$ cat config.mk
export PLATFORM = sky130hd
export DESIGN_NAME = ls_top
export DESIGN_NICKNAME = d
export VERILOG_FILES = /design/src/ls_pkg.sv /design/src/ls_handler.sv /design/src/ls_pc.sv /design/src/ls_decode.sv /design/src/ls_regfile.sv /design/src/ls_bus_bridge.sv /design/src/ls_top.sv
export SDC_FILE = /design/constraint.sdc
export NUM_CORES = 2
export LEC_CHECK = 0
export BUFFER_PORTS_ARGS = -buffer_cell sky130_fd_sc_hd__buf_2
export CORE_UTILIZATION = 55
export DETAILED_ROUTE_END_ITERATION = 8
export GPL_TIMING_DRIVEN = 0
export PLACE_DENSITY = 0.71
export SYNTH_ARGS = -nofsm -noshare
export SYNTH_HDL_FRONTEND = slang
export SYNTH_HIERARCHICAL = 1
export SYNTH_SLANG_ARGS = --single-unit
$ cat constraint.sdc
create_clock -name clk -period 4.04 [get_ports clk]
set_input_delay 0.606 -clock clk [delete_from_list [all_inputs] [get_ports clk]]
set_output_delay 0.606 -clock clk [all_outputs]
set_load 0.01 [all_outputs]
$ cat src/ls_pkg.sv
// load/store machine shared definitions
// bus structs, instruction word views, opcode and func3 names, sequencer states

package ls_pkg;

    parameter int xlen = 32;

    // master to memory
    typedef struct packed {
        logic            req;
        logic            we;
        logic [xlen-1:0] addr;   // word aligned on the bus
        logic [xlen-1:0] wdata;
        logic [3:0]      strb;
    } bus_req_t;

    // memory to master
    typedef struct packed {
        logic            ack;
        logic [xlen-1:0] rdata;
    } bus_rsp_t;

    typedef struct packed {
        logic [11:0] imm11_0;
        logic [4:0]  rs1;
        logic [2:0]  funct3;
        logic [4:0]  rd;
        logic [6:0]  opcode;
    } i_fmt_t;

    typedef struct packed {
        logic [6:0] imm11_5;
        logic [4:0] rs2;
        logic [4:0] rs1;
        logic [2:0] funct3;
        logic [4:0] imm4_0;
        logic [6:0] opcode;
    } s_fmt_t;

    // one instruction word, two immediate layouts
    typedef union packed {
        i_fmt_t i_fmt;
        s_fmt_t s_fmt;
    } instr_u;

    parameter logic [6:0] op_load  = 7'b0000011;
    parameter logic [6:0] op_store = 7'b0100011;

    parameter logic [2:0] f3_b  = 3'd0;
    parameter logic [2:0] f3_h  = 3'd1;
    parameter logic [2:0] f3_w  = 3'd2;
    parameter logic [2:0] f3_bu = 3'd4;
    parameter logic [2:0] f3_hu = 3'd5;

    typedef enum logic [2:0] {
        inc, pc_wait, fetch, fetch_wait, ls_issue, ls_wait, wb
    } seq_state_t;

endpackage

$ cat src/ls_handler.sv
// memory access sequencer
// fetches instructions, issues loads and stores over the bridge,
// shapes store data and extends load data for write-back

`timescale 1ns/10ps

module ls_handler (
    input  logic           clk,
    input  logic           nrst,
    input  logic [31:0]    pc,
    input  logic           busy,
    input  logic           is_load,
    input  logic           is_store,
    input  logic [2:0]     func3,
    input  logic [31:0]    eff_addr,
    input  logic [31:0]    store_val,
    input  logic           idle,
    input  logic           xfer_done,
    input  logic [31:0]    rdata,
    output logic           pc_step,
    output logic           rd_req,
    output logic           wr_req,
    output logic [31:0]    addr,
    output logic [31:0]    wdata,
    output ls_pkg::instr_u instruction,
    output logic           wb_en,
    output logic [31:0]    wb_data
);
    import ls_pkg::*;

    seq_state_t  state, next_state;
    logic        next_rd_req, next_wr_req;
    logic [31:0] next_addr, next_wdata, next_wb_data;
    instr_u      next_instruction;
    logic [31:0] st_shaped, ld_ext;
    logic [7:0]  ld_byte;
    logic [15:0] ld_half;

    assign pc_step = (state == inc);  // one cycle, pc unit registers it
    assign wb_en   = (state == wb);

    // store lanes: replicate so any byte offset sees the data
    always_comb begin
        case (func3)
            f3_b:    st_shaped = {4{store_val[7:0]}};
            f3_h:    st_shaped = {2{store_val[15:0]}};
            default: st_shaped = store_val;
        endcase
    end

    // load lane select and extension
    always_comb begin
        ld_byte = rdata[{eff_addr[1:0], 3'b000} +: 8];
        ld_half = eff_addr[1] ? rdata[31:16] : rdata[15:0];
        case (func3)
            f3_b:    ld_ext = {{24{ld_byte[7]}}, ld_byte};
            f3_h:    ld_ext = {{16{ld_half[15]}}, ld_half};
            f3_bu:   ld_ext = {24'b0, ld_byte};
            f3_hu:   ld_ext = {16'b0, ld_half};
            default: ld_ext = rdata;  // lw
        endcase
    end

    always_comb begin
        next_state       = state;
        next_rd_req      = rd_req;
        next_wr_req      = wr_req;
        next_addr        = addr;
        next_wdata       = wdata;
        next_wb_data     = wb_data;
        next_instruction = instruction;

        case (state)
            inc: begin
                next_state = pc_wait;
            end
            pc_wait: begin  // busy is already up here
                if (!busy) begin
                    next_state = fetch;
                end
            end
            fetch: begin
                if (idle) begin
                    next_rd_req = 1'b1;
                    next_addr   = pc;
                    next_state  = fetch_wait;
                end
            end
            fetch_wait: begin
                if (xfer_done) begin
                    next_instruction = rdata;
                    next_rd_req      = 1'b0;
                    next_state       = ls_issue;
                end
            end
            ls_issue: begin
                if (!is_load && !is_store) begin
                    next_state = inc;  // anything else is a no-op
                end else if (idle) begin
                    next_addr   = eff_addr;
                    next_rd_req = is_load;
                    next_wr_req = is_store;
                    next_wdata  = st_shaped;
                    next_state  = ls_wait;
                end
            end
            ls_wait: begin
                if (xfer_done) begin
                    next_rd_req = 1'b0;
                    next_wr_req = 1'b0;
                    if (rd_req) begin
                        next_wb_data = ld_ext;
                        next_state   = wb;
                    end else begin
                        next_state = inc;
                    end
                end
            end
            wb: begin  // regfile writes at end of this cycle
                next_state = inc;
            end
            default: next_state = fetch;
        endcase
    end

    always_ff @(posedge clk or negedge nrst) begin
        if (!nrst) begin
            state       <= fetch;
            rd_req      <= 1'b0;
            wr_req      <= 1'b0;
            instruction <= '0;
        end else begin
            state       <= next_state;
            rd_req      <= next_rd_req;
            wr_req      <= next_wr_req;
            instruction <= next_instruction;
        end
    end

    always_ff @(posedge clk) begin
        addr    <= next_addr;
        wdata   <= next_wdata;
        wb_data <= next_wb_data;
    end

    a_req_excl: assert property (@(posedge clk) disable iff (!nrst) !(rd_req && wr_req));
    a_wb_pulse: assert property (@(posedge clk) disable iff (!nrst) wb_en |=> !wb_en);

endmodule

$ cat src/ls_pc.sv
// program counter
// adds four on a step request, wraps at the memory size, busy while updating

`timescale 1ns/10ps

module ls_pc #(
    parameter int unsigned mem_words = 1024,
    parameter logic [31:0] reset_pc  = 32'h0
) (
    input  logic        clk,
    input  logic        nrst,
    input  logic        pc_step,
    output logic [31:0] pc,
    output logic        busy
);

    localparam logic [31:0] pc_mask = 32'(mem_words * 4 - 1);

    logic step_q;

    assign busy = step_q;

    always_ff @(posedge clk or negedge nrst) begin
        if (!nrst) begin
            step_q <= 1'b0;
            pc     <= reset_pc;
        end else begin
            step_q <= pc_step;
            if (step_q) begin
                pc <= (pc + 32'd4) & pc_mask;  // new value shows as busy drops
            end
        end
    end

endmodule

$ cat src/ls_decode.sv
// instruction decoder
// load/store flags, register indices and effective address of the fetched word

`timescale 1ns/10ps

module ls_decode (
    input  ls_pkg::instr_u instruction,
    input  logic [31:0]    rs1_val,
    output logic           is_load,
    output logic           is_store,
    output logic [2:0]     func3,
    output logic [4:0]     rs1,
    output logic [4:0]     rs2,
    output logic [4:0]     rd,
    output logic [31:0]    eff_addr
);
    import ls_pkg::*;

    logic [6:0]  opcode;
    logic        ld_f3_ok, st_f3_ok;
    logic [11:0] imm;

    assign opcode = instruction.i_fmt.opcode;
    assign func3  = instruction.i_fmt.funct3;
    assign rs1    = instruction.i_fmt.rs1;
    assign rs2    = instruction.s_fmt.rs2;
    assign rd     = instruction.i_fmt.rd;

    // reserved widths fall through as no-op
    always_comb begin
        ld_f3_ok = (func3 == f3_b) || (func3 == f3_h) || (func3 == f3_w) ||
                   (func3 == f3_bu) || (func3 == f3_hu);
        st_f3_ok = (func3 == f3_b) || (func3 == f3_h) || (func3 == f3_w);
    end

    assign is_load  = (opcode == op_load) && ld_f3_ok;
    assign is_store = (opcode == op_store) && st_f3_ok;

    // immediate comes from whichever view matches the format
    always_comb begin
        if (opcode == op_store) begin
            imm = {instruction.s_fmt.imm11_5, instruction.s_fmt.imm4_0};
        end else begin
            imm = instruction.i_fmt.imm11_0;
        end
    end

    assign eff_addr = rs1_val + {{20{imm[11]}}, imm};

endmodule

$ cat src/ls_regfile.sv
// register file, 32 x 32
// two combinational read ports, one write port, x0 reads as zero

`timescale 1ns/10ps

module ls_regfile (
    input  logic        clk,
    input  logic        nrst,
    input  logic [4:0]  ra,
    input  logic [4:0]  rb,
    input  logic [4:0]  wa,
    input  logic        we,
    input  logic [31:0] wd,
    output logic [31:0] qa,
    output logic [31:0] qb
);

    logic [31:0] regs [32];

    always_ff @(posedge clk or negedge nrst) begin
        if (!nrst) begin
            for (int i = 0; i < 32; i++) begin
                regs[i] <= '0;
            end
        end else if (we && (wa != 5'd0)) begin  // x0 stays zero
            regs[wa] <= wd;
        end
    end

    assign qa = regs[ra];  // address port
    assign qb = regs[rb];  // store data port

    a_x0_zero: assert property (@(posedge clk) disable iff (!nrst) (ra == 5'd0) |-> (qa == '0));

endmodule

$ cat src/ls_bus_bridge.sv
// four-phase bus bridge
// turns level read/write requests into req/ack transfers, forms byte strobes

`timescale 1ns/10ps

module ls_bus_bridge (
    input  logic             clk,
    input  logic             nrst,
    input  logic             rd_req,
    input  logic             wr_req,
    input  logic [31:0]      addr,
    input  logic [31:0]      wdata,
    input  logic [2:0]       func3,
    output logic             idle,
    output logic             xfer_done,
    output logic [31:0]      rdata,
    output ls_pkg::bus_req_t mem_req,
    input  ls_pkg::bus_rsp_t mem_rsp
);
    import ls_pkg::*;

    typedef enum logic [1:0] {br_idle, br_req_high, br_wait_ack_low, br_done} br_state_t;

    br_state_t  state;
    logic [3:0] strb;

    always_comb begin
        case (func3)
            f3_b:    strb = 4'b0001 << addr[1:0];
            f3_h:    strb = addr[1] ? 4'b1100 : 4'b0011;
            default: strb = 4'b1111;
        endcase
        if (!wr_req) begin
            strb = 4'b1111;  // reads take the whole word
        end
    end

    assign idle      = (state == br_idle);
    assign xfer_done = (state == br_done);

    always_ff @(posedge clk or negedge nrst) begin
        if (!nrst) begin
            state   <= br_idle;
            mem_req <= '0;
        end else begin
            case (state)
                br_idle: begin
                    if ((rd_req || wr_req) && !mem_rsp.ack) begin
                        mem_req <= '{req: 1'b1, we: wr_req, addr: {addr[31:2], 2'b00},
                                     wdata: wdata, strb: strb};
                        state   <= br_req_high;
                    end
                end
                br_req_high: begin  // fields held until ack
                    if (mem_rsp.ack) begin
                        mem_req.req <= 1'b0;
                        state       <= br_wait_ack_low;
                    end
                end
                br_wait_ack_low: begin
                    if (!mem_rsp.ack) begin
                        state <= br_done;
                    end
                end
                default: state <= br_idle;
            endcase
        end
    end

    always_ff @(posedge clk) begin
        if (state == br_req_high && mem_rsp.ack && !mem_req.we) begin
            rdata <= mem_rsp.rdata;
        end
    end

    // ack seen on the edge that launched req must already be low
    a_req_rise: assert property (@(posedge clk) disable iff (!nrst)
        $rose(mem_req.req) |-> !$past(mem_rsp.ack));

endmodule

$ cat src/ls_top.sv
// load/store machine top level
// sequencer, pc unit, decoder, register file and bus bridge

`timescale 1ns/10ps

module ls_top #(
    parameter int unsigned mem_words = 1024,
    parameter logic [31:0] reset_pc  = 32'h0
) (
    input  logic             clk,
    input  logic             nrst,
    output ls_pkg::bus_req_t mem_req,
    input  ls_pkg::bus_rsp_t mem_rsp
);
    import ls_pkg::*;

    logic [31:0] pc, eff_addr, qa, qb, addr, wdata, rdata, wb_data;
    logic        busy, pc_step, is_load, is_store, idle, xfer_done;
    logic        rd_req, wr_req, wb_en;
    logic [2:0]  func3;
    logic [4:0]  rs1, rs2, rd;
    instr_u      instruction;

    ls_handler u_handler (
        .clk(clk), .nrst(nrst), .pc(pc), .busy(busy),
        .is_load(is_load), .is_store(is_store), .func3(func3),
        .eff_addr(eff_addr), .store_val(qb),
        .idle(idle), .xfer_done(xfer_done), .rdata(rdata),
        .pc_step(pc_step), .rd_req(rd_req), .wr_req(wr_req),
        .addr(addr), .wdata(wdata), .instruction(instruction),
        .wb_en(wb_en), .wb_data(wb_data)
    );

    ls_pc #(.mem_words(mem_words), .reset_pc(reset_pc)) u_pc (
        .clk(clk), .nrst(nrst), .pc_step(pc_step), .pc(pc), .busy(busy)
    );

    ls_decode u_decode (
        .instruction(instruction), .rs1_val(qa),
        .is_load(is_load), .is_store(is_store), .func3(func3),
        .rs1(rs1), .rs2(rs2), .rd(rd), .eff_addr(eff_addr)
    );

    ls_regfile u_regfile (
        .clk(clk), .nrst(nrst), .ra(rs1), .rb(rs2), .wa(rd),
        .we(wb_en), .wd(wb_data), .qa(qa), .qb(qb)
    );

    ls_bus_bridge u_bridge (
        .clk(clk), .nrst(nrst), .rd_req(rd_req), .wr_req(wr_req),
        .addr(addr), .wdata(wdata), .func3(func3),
        .idle(idle), .xfer_done(xfer_done), .rdata(rdata),
        .mem_req(mem_req), .mem_rsp(mem_rsp)
    );

endmodule

==> reports/results.tsv <==
stage	metric	value	unit
global_routing	GRT Resource Usage Total	38.8	%
final_layout	cell area after layout	78900	µm²
cts	H-tree depth	4	
synth	Main synth FF type	dfrtp_1	
detailed_routing	Remaining DRCs	0	
global_routing	initial antenna violation count	12	
synth	YS warnings	6	
die	die area	125000	µm²
min_path	Hold Path Class	input pin to register	
die	Die Y	354	µm
timing	final hold slack	243	ps
power	total power	62.7	mW
placement	Post-DP Area	71100	µm²
synth	Yosys cell types	82	
cts	clk sinks	1270	
run_status	outcome	complete, but fails checks	
timing	setup violators final	69	
critical_path	CP max FO	10	
timing	Worst-Margin Slew	1420	ps
min_path	hold endpoint	u_bridge/mem_req[69]	
synth	share of the synthesized area in the top cell type	41.9	%
cts	Num CTS Buffers	142	
final_layout	fill count	9535	
power	Reg power frac	25.9	%
critical_path	CP dominant cell by count	buf_12	
critical_path	Worst Setup Start Kind	register	
timing	Max transition margin	5.52	%
cts	Clock Latency Late Sink	790	ps
final_layout	layout cells sized above 1	33.3	%
critical_path	Worst Reg-to-Reg Cells	20	
timing	worst clock skew	26.0	ps
die	Core Box Area	122000	µm²
final_layout	Final Util	64.5	%
placement	Placer Congestion	1.06	
critical_path	setup slack, reg-to-reg	-630	ps
synth	top cells by area, synth	dfrtp_1, mux2_2, mux2i_1	
global_routing	number of global-route vias before repair	49700	
detailed_routing	1st-iter DRT viols	5863	
synth	Cell Area, Synth	68200	µm²
critical_path	R2R Path End	u_handler/addr[30]	
cts	Max clock buf depth	3	
synth	Commonest cells post-synth	dfrtp_1, mux2_2, mux2i_1	
power	Clk pwr share	21.3	%
critical_path	WP data required	4570	ps
critical_path	critical-path cell list	buf_12, buf_12, buf_12, mux2i_1, a22o_1, nor3_4, a31oi_4, nand3_4, ha_4, inv_2, fa_2, and2b_2, o2111ai_4, a2111oi_4, nor4_4, o32ai_2, buf_4, a31oi_2, xnor2_1, mux2_2	
power	Logic pwr share	52.8	%
synth	count leader, synth	dfrtp_1	
detailed_routing	1st-pass router iterations	6	
timing	final hold vios	0	
placement	HPWL after DPL	183000	µm
run	max cap viols	0	
timing	PnR worst setup slack	-630	ps
synth	register area share after synthesis	47.6	%
critical_path	crit-path max cell delay	590	ps
global_routing	largest net degree at the start of global routing	168	
synth	biggest area consumer among synthesized cells	dfrtp_1	
power	Leakage	37.1	nW
placement	IO Port Bufs	102	
timing	post-route minimum period	4670	ps
die	Initial Util	55.7	%
detailed_routing	Detailed Route WL	247000	µm
cts	root buf cell	clkbuf_16	
detailed_routing	Post-DRT Antenna Nets	0	
timing	final slew viol count	0	
min_path	Hold Path Origin	mem_rsp[32]	
synth	number of synthesized flops with an enable pin	128	
power	Sw Pwr	27.6	mW
run_status	failing checks	setup timing	
die	Die X	354	µm
final_layout	area grow syn2layout	15.7	%
timing	fmax	214	MHz
synth	Yosys reg bits	1270	
final_layout	Nets	6001	
critical_path	slowest cell on the critical path	a2111oi_4	
critical_path	WP data arrival	5200	ps
critical_path	RR Startpoint	u_handler/instruction[16]	
detailed_routing	vias	50500	
die	# rows	128	
power	Pint	35.1	mW
critical_path	crit path kind	register to register	
detailed_routing	routed vias/inst	6.58	
power	Max rail drop VDD	602	µV
detailed_routing	Routed WL per cell	32.2	µm
power	PD cells	795	nW/µm²
global_routing	gr ovfl total	0	
synth	Post-Synthesis Cells	5567	
die	io pins	105	
critical_path	WP buf/inv	5	
synth	Async SR Flop Fraction	89.9	%
power	switching share of power	44.1	%
critical_path	CP Capture Type	register	
cts	Worst-path clk slew	60	ps
min_path	Hold Crit Depth	3	
cts	TritonCTS clock tree	built	
critical_path	CP delay by family, top	compound AO/OA/AOI/OAI gates	
synth	syn avg cell area	12.2	µm²
timing	fin crit share	116	%
global_routing	global-route wire length before repair	347000	µm
timing	unrepaired setup endpoints after global routing	true	
==> how the worst max path moves through the flow <==
stage	slack [ps]	start	cells after the start	end
after detailed placement	-2320	u_handler/instruction[15]	16	u_handler/addr[17]
after floorplan	9	u_handler/instruction[16]	20	u_handler/addr[30]
final	-630	u_handler/instruction[16]	20	u_handler/addr[30]
after CTS	-520	u_handler/instruction[16]	20	u_handler/addr[30]
after global placement	-23040	nrst	1	u_bridge/state[0]
after global routing	-650	u_handler/instruction[16]	20	u_handler/addr[30]
==> per-layer routing <==
metal	global-route usage, %	vias up	wire, µm
met5	0	-	60
met4	22.5	12	16900
met3	11.9	606	26200
met2	55.8	2495	105000
met1	51.8	26200	98800
li1	-	21200	-
==> layout make-up <==
class	instances	area (µm²)	share of cell area (%)
Multi-Input combinational cell	3739	34100	43.2
Buffer	549	3760	4.77
Antenna cell	2	5.00	0.00635
Tap cell	1625	2030	2.58
Inverter	26	97.6	0.124
Clock inverter	47	552	0.700
Clock buffer	211	4230	5.36
Timing Repair Buffer	201	1720	2.18
Sequential cell	1270	32400	41.1
==> registers in the layout, summed over array words and instances (netlist names) <==
name                   count
u_bridge/rdata            32
u_pc/pc                   10
u_handler/instruction     32
u_regfile/regs          1024
u_handler/rd_req           1
u_bridge/mem_req          68
u_handler/wb_data         32
u_handler/wr_req           1
u_pc/busy                  1
u_handler/state            3
u_handler/addr            32
u_bridge/state             2
u_handler/wdata           32
==> worst reg2reg max path: stages (launching register included) <==
cell	delay, ps
dfrtp_2	450
buf_12	170
buf_12	170
buf_12	160
mux2i_1	130
a22o_1	230
nor3_4	340
a31oi_4	80
nand3_4	120
ha_4	160
inv_2	40
fa_2	330
and2b_2	260
o2111ai_4	180
a2111oi_4	600
nor4_4	90
o32ai_2	230
buf_4	190
a31oi_2	100
xnor2_1	140
mux2_2	260
==> per-stage QoR <==
stage                     instances  setup slack [ps]  TNS [ps]
after floorplan                5589              8.96         0
after global placement         7316            -23040         -
after detailed placement       7327             -2320   -102560
after CTS                      7640              -523     -7910
after global routing           7669              -650    -15520
final                          7670              -630    -15680
==> cell usage in the layout, fill, tap and decap left out, types with 65 or more instances in the layout <==
| cell | synthesis | final |
|---|---|---|
| mux2_2 | 1069 | 1066 |
| dfrtp_1 | 1141 | 1138 |
| buf_6 | 54 | 77 |
| clkbuf_1 | 243 | 227 |
| a22oi_1 | 194 | 189 |
| buf_2 | 124 | 198 |
| a22o_1 | 129 | 128 |
| clkbuf_16 | 0 | 149 |
| nand2_1 | 289 | 288 |
| mux2i_1 | 1035 | 1033 |
| buf_4 | 107 | 141 |
| nand3_1 | 205 | 163 |
| a21oi_1 | 241 | 229 |
| mux2_1 | 65 | 65 |
| edfxtp_1 | 128 | 128 |
==> cells by family (layout without fill, tap and decap cells) <==
logic type	count (synthesis)	after routing	share of synthesized area, %
multiplexers	2170	2170	34.0
other	2	26	0.0110
AND/OR/NAND/NOR	712	712	5.06
flip-flops	1270	1270	47.6
AO/OA/AOI/OAI	759	759	7.65
adder cells (fa/ha/maj)	37	37	0.690
buffers and inverters	580	1034	4.60
XOR/XNOR	37	37	0.475
==> power groups by stage <==
stage | registers [mW] | logic (mW) | clock network, mW
after CTS | 16.2 | 30.8 | 13.5
after global routing | 16.4 | 33.9 | 14.0
after global placement | 16.3 | 27.6 | 0
final | 16.2 | 33.1 | 13.3
after detailed placement | 16.3 | 27.9 | 0
after floorplan | 16.1 | 16.9 | 0
==> repair_timing <==
item / 4_1_cts / 5_1_grt
pin swaps: 34 / 34
hold buffers: 33 / 0
gates resized for setup: 420 / 76
endpoints found under the hold margin: 79 / 0
endpoints found under the setup margin: 84 / 71
setup buffers: 22 / 28
gates cloned: 3 / 2
No activity file was read; power rests on OpenSTA's default activity.
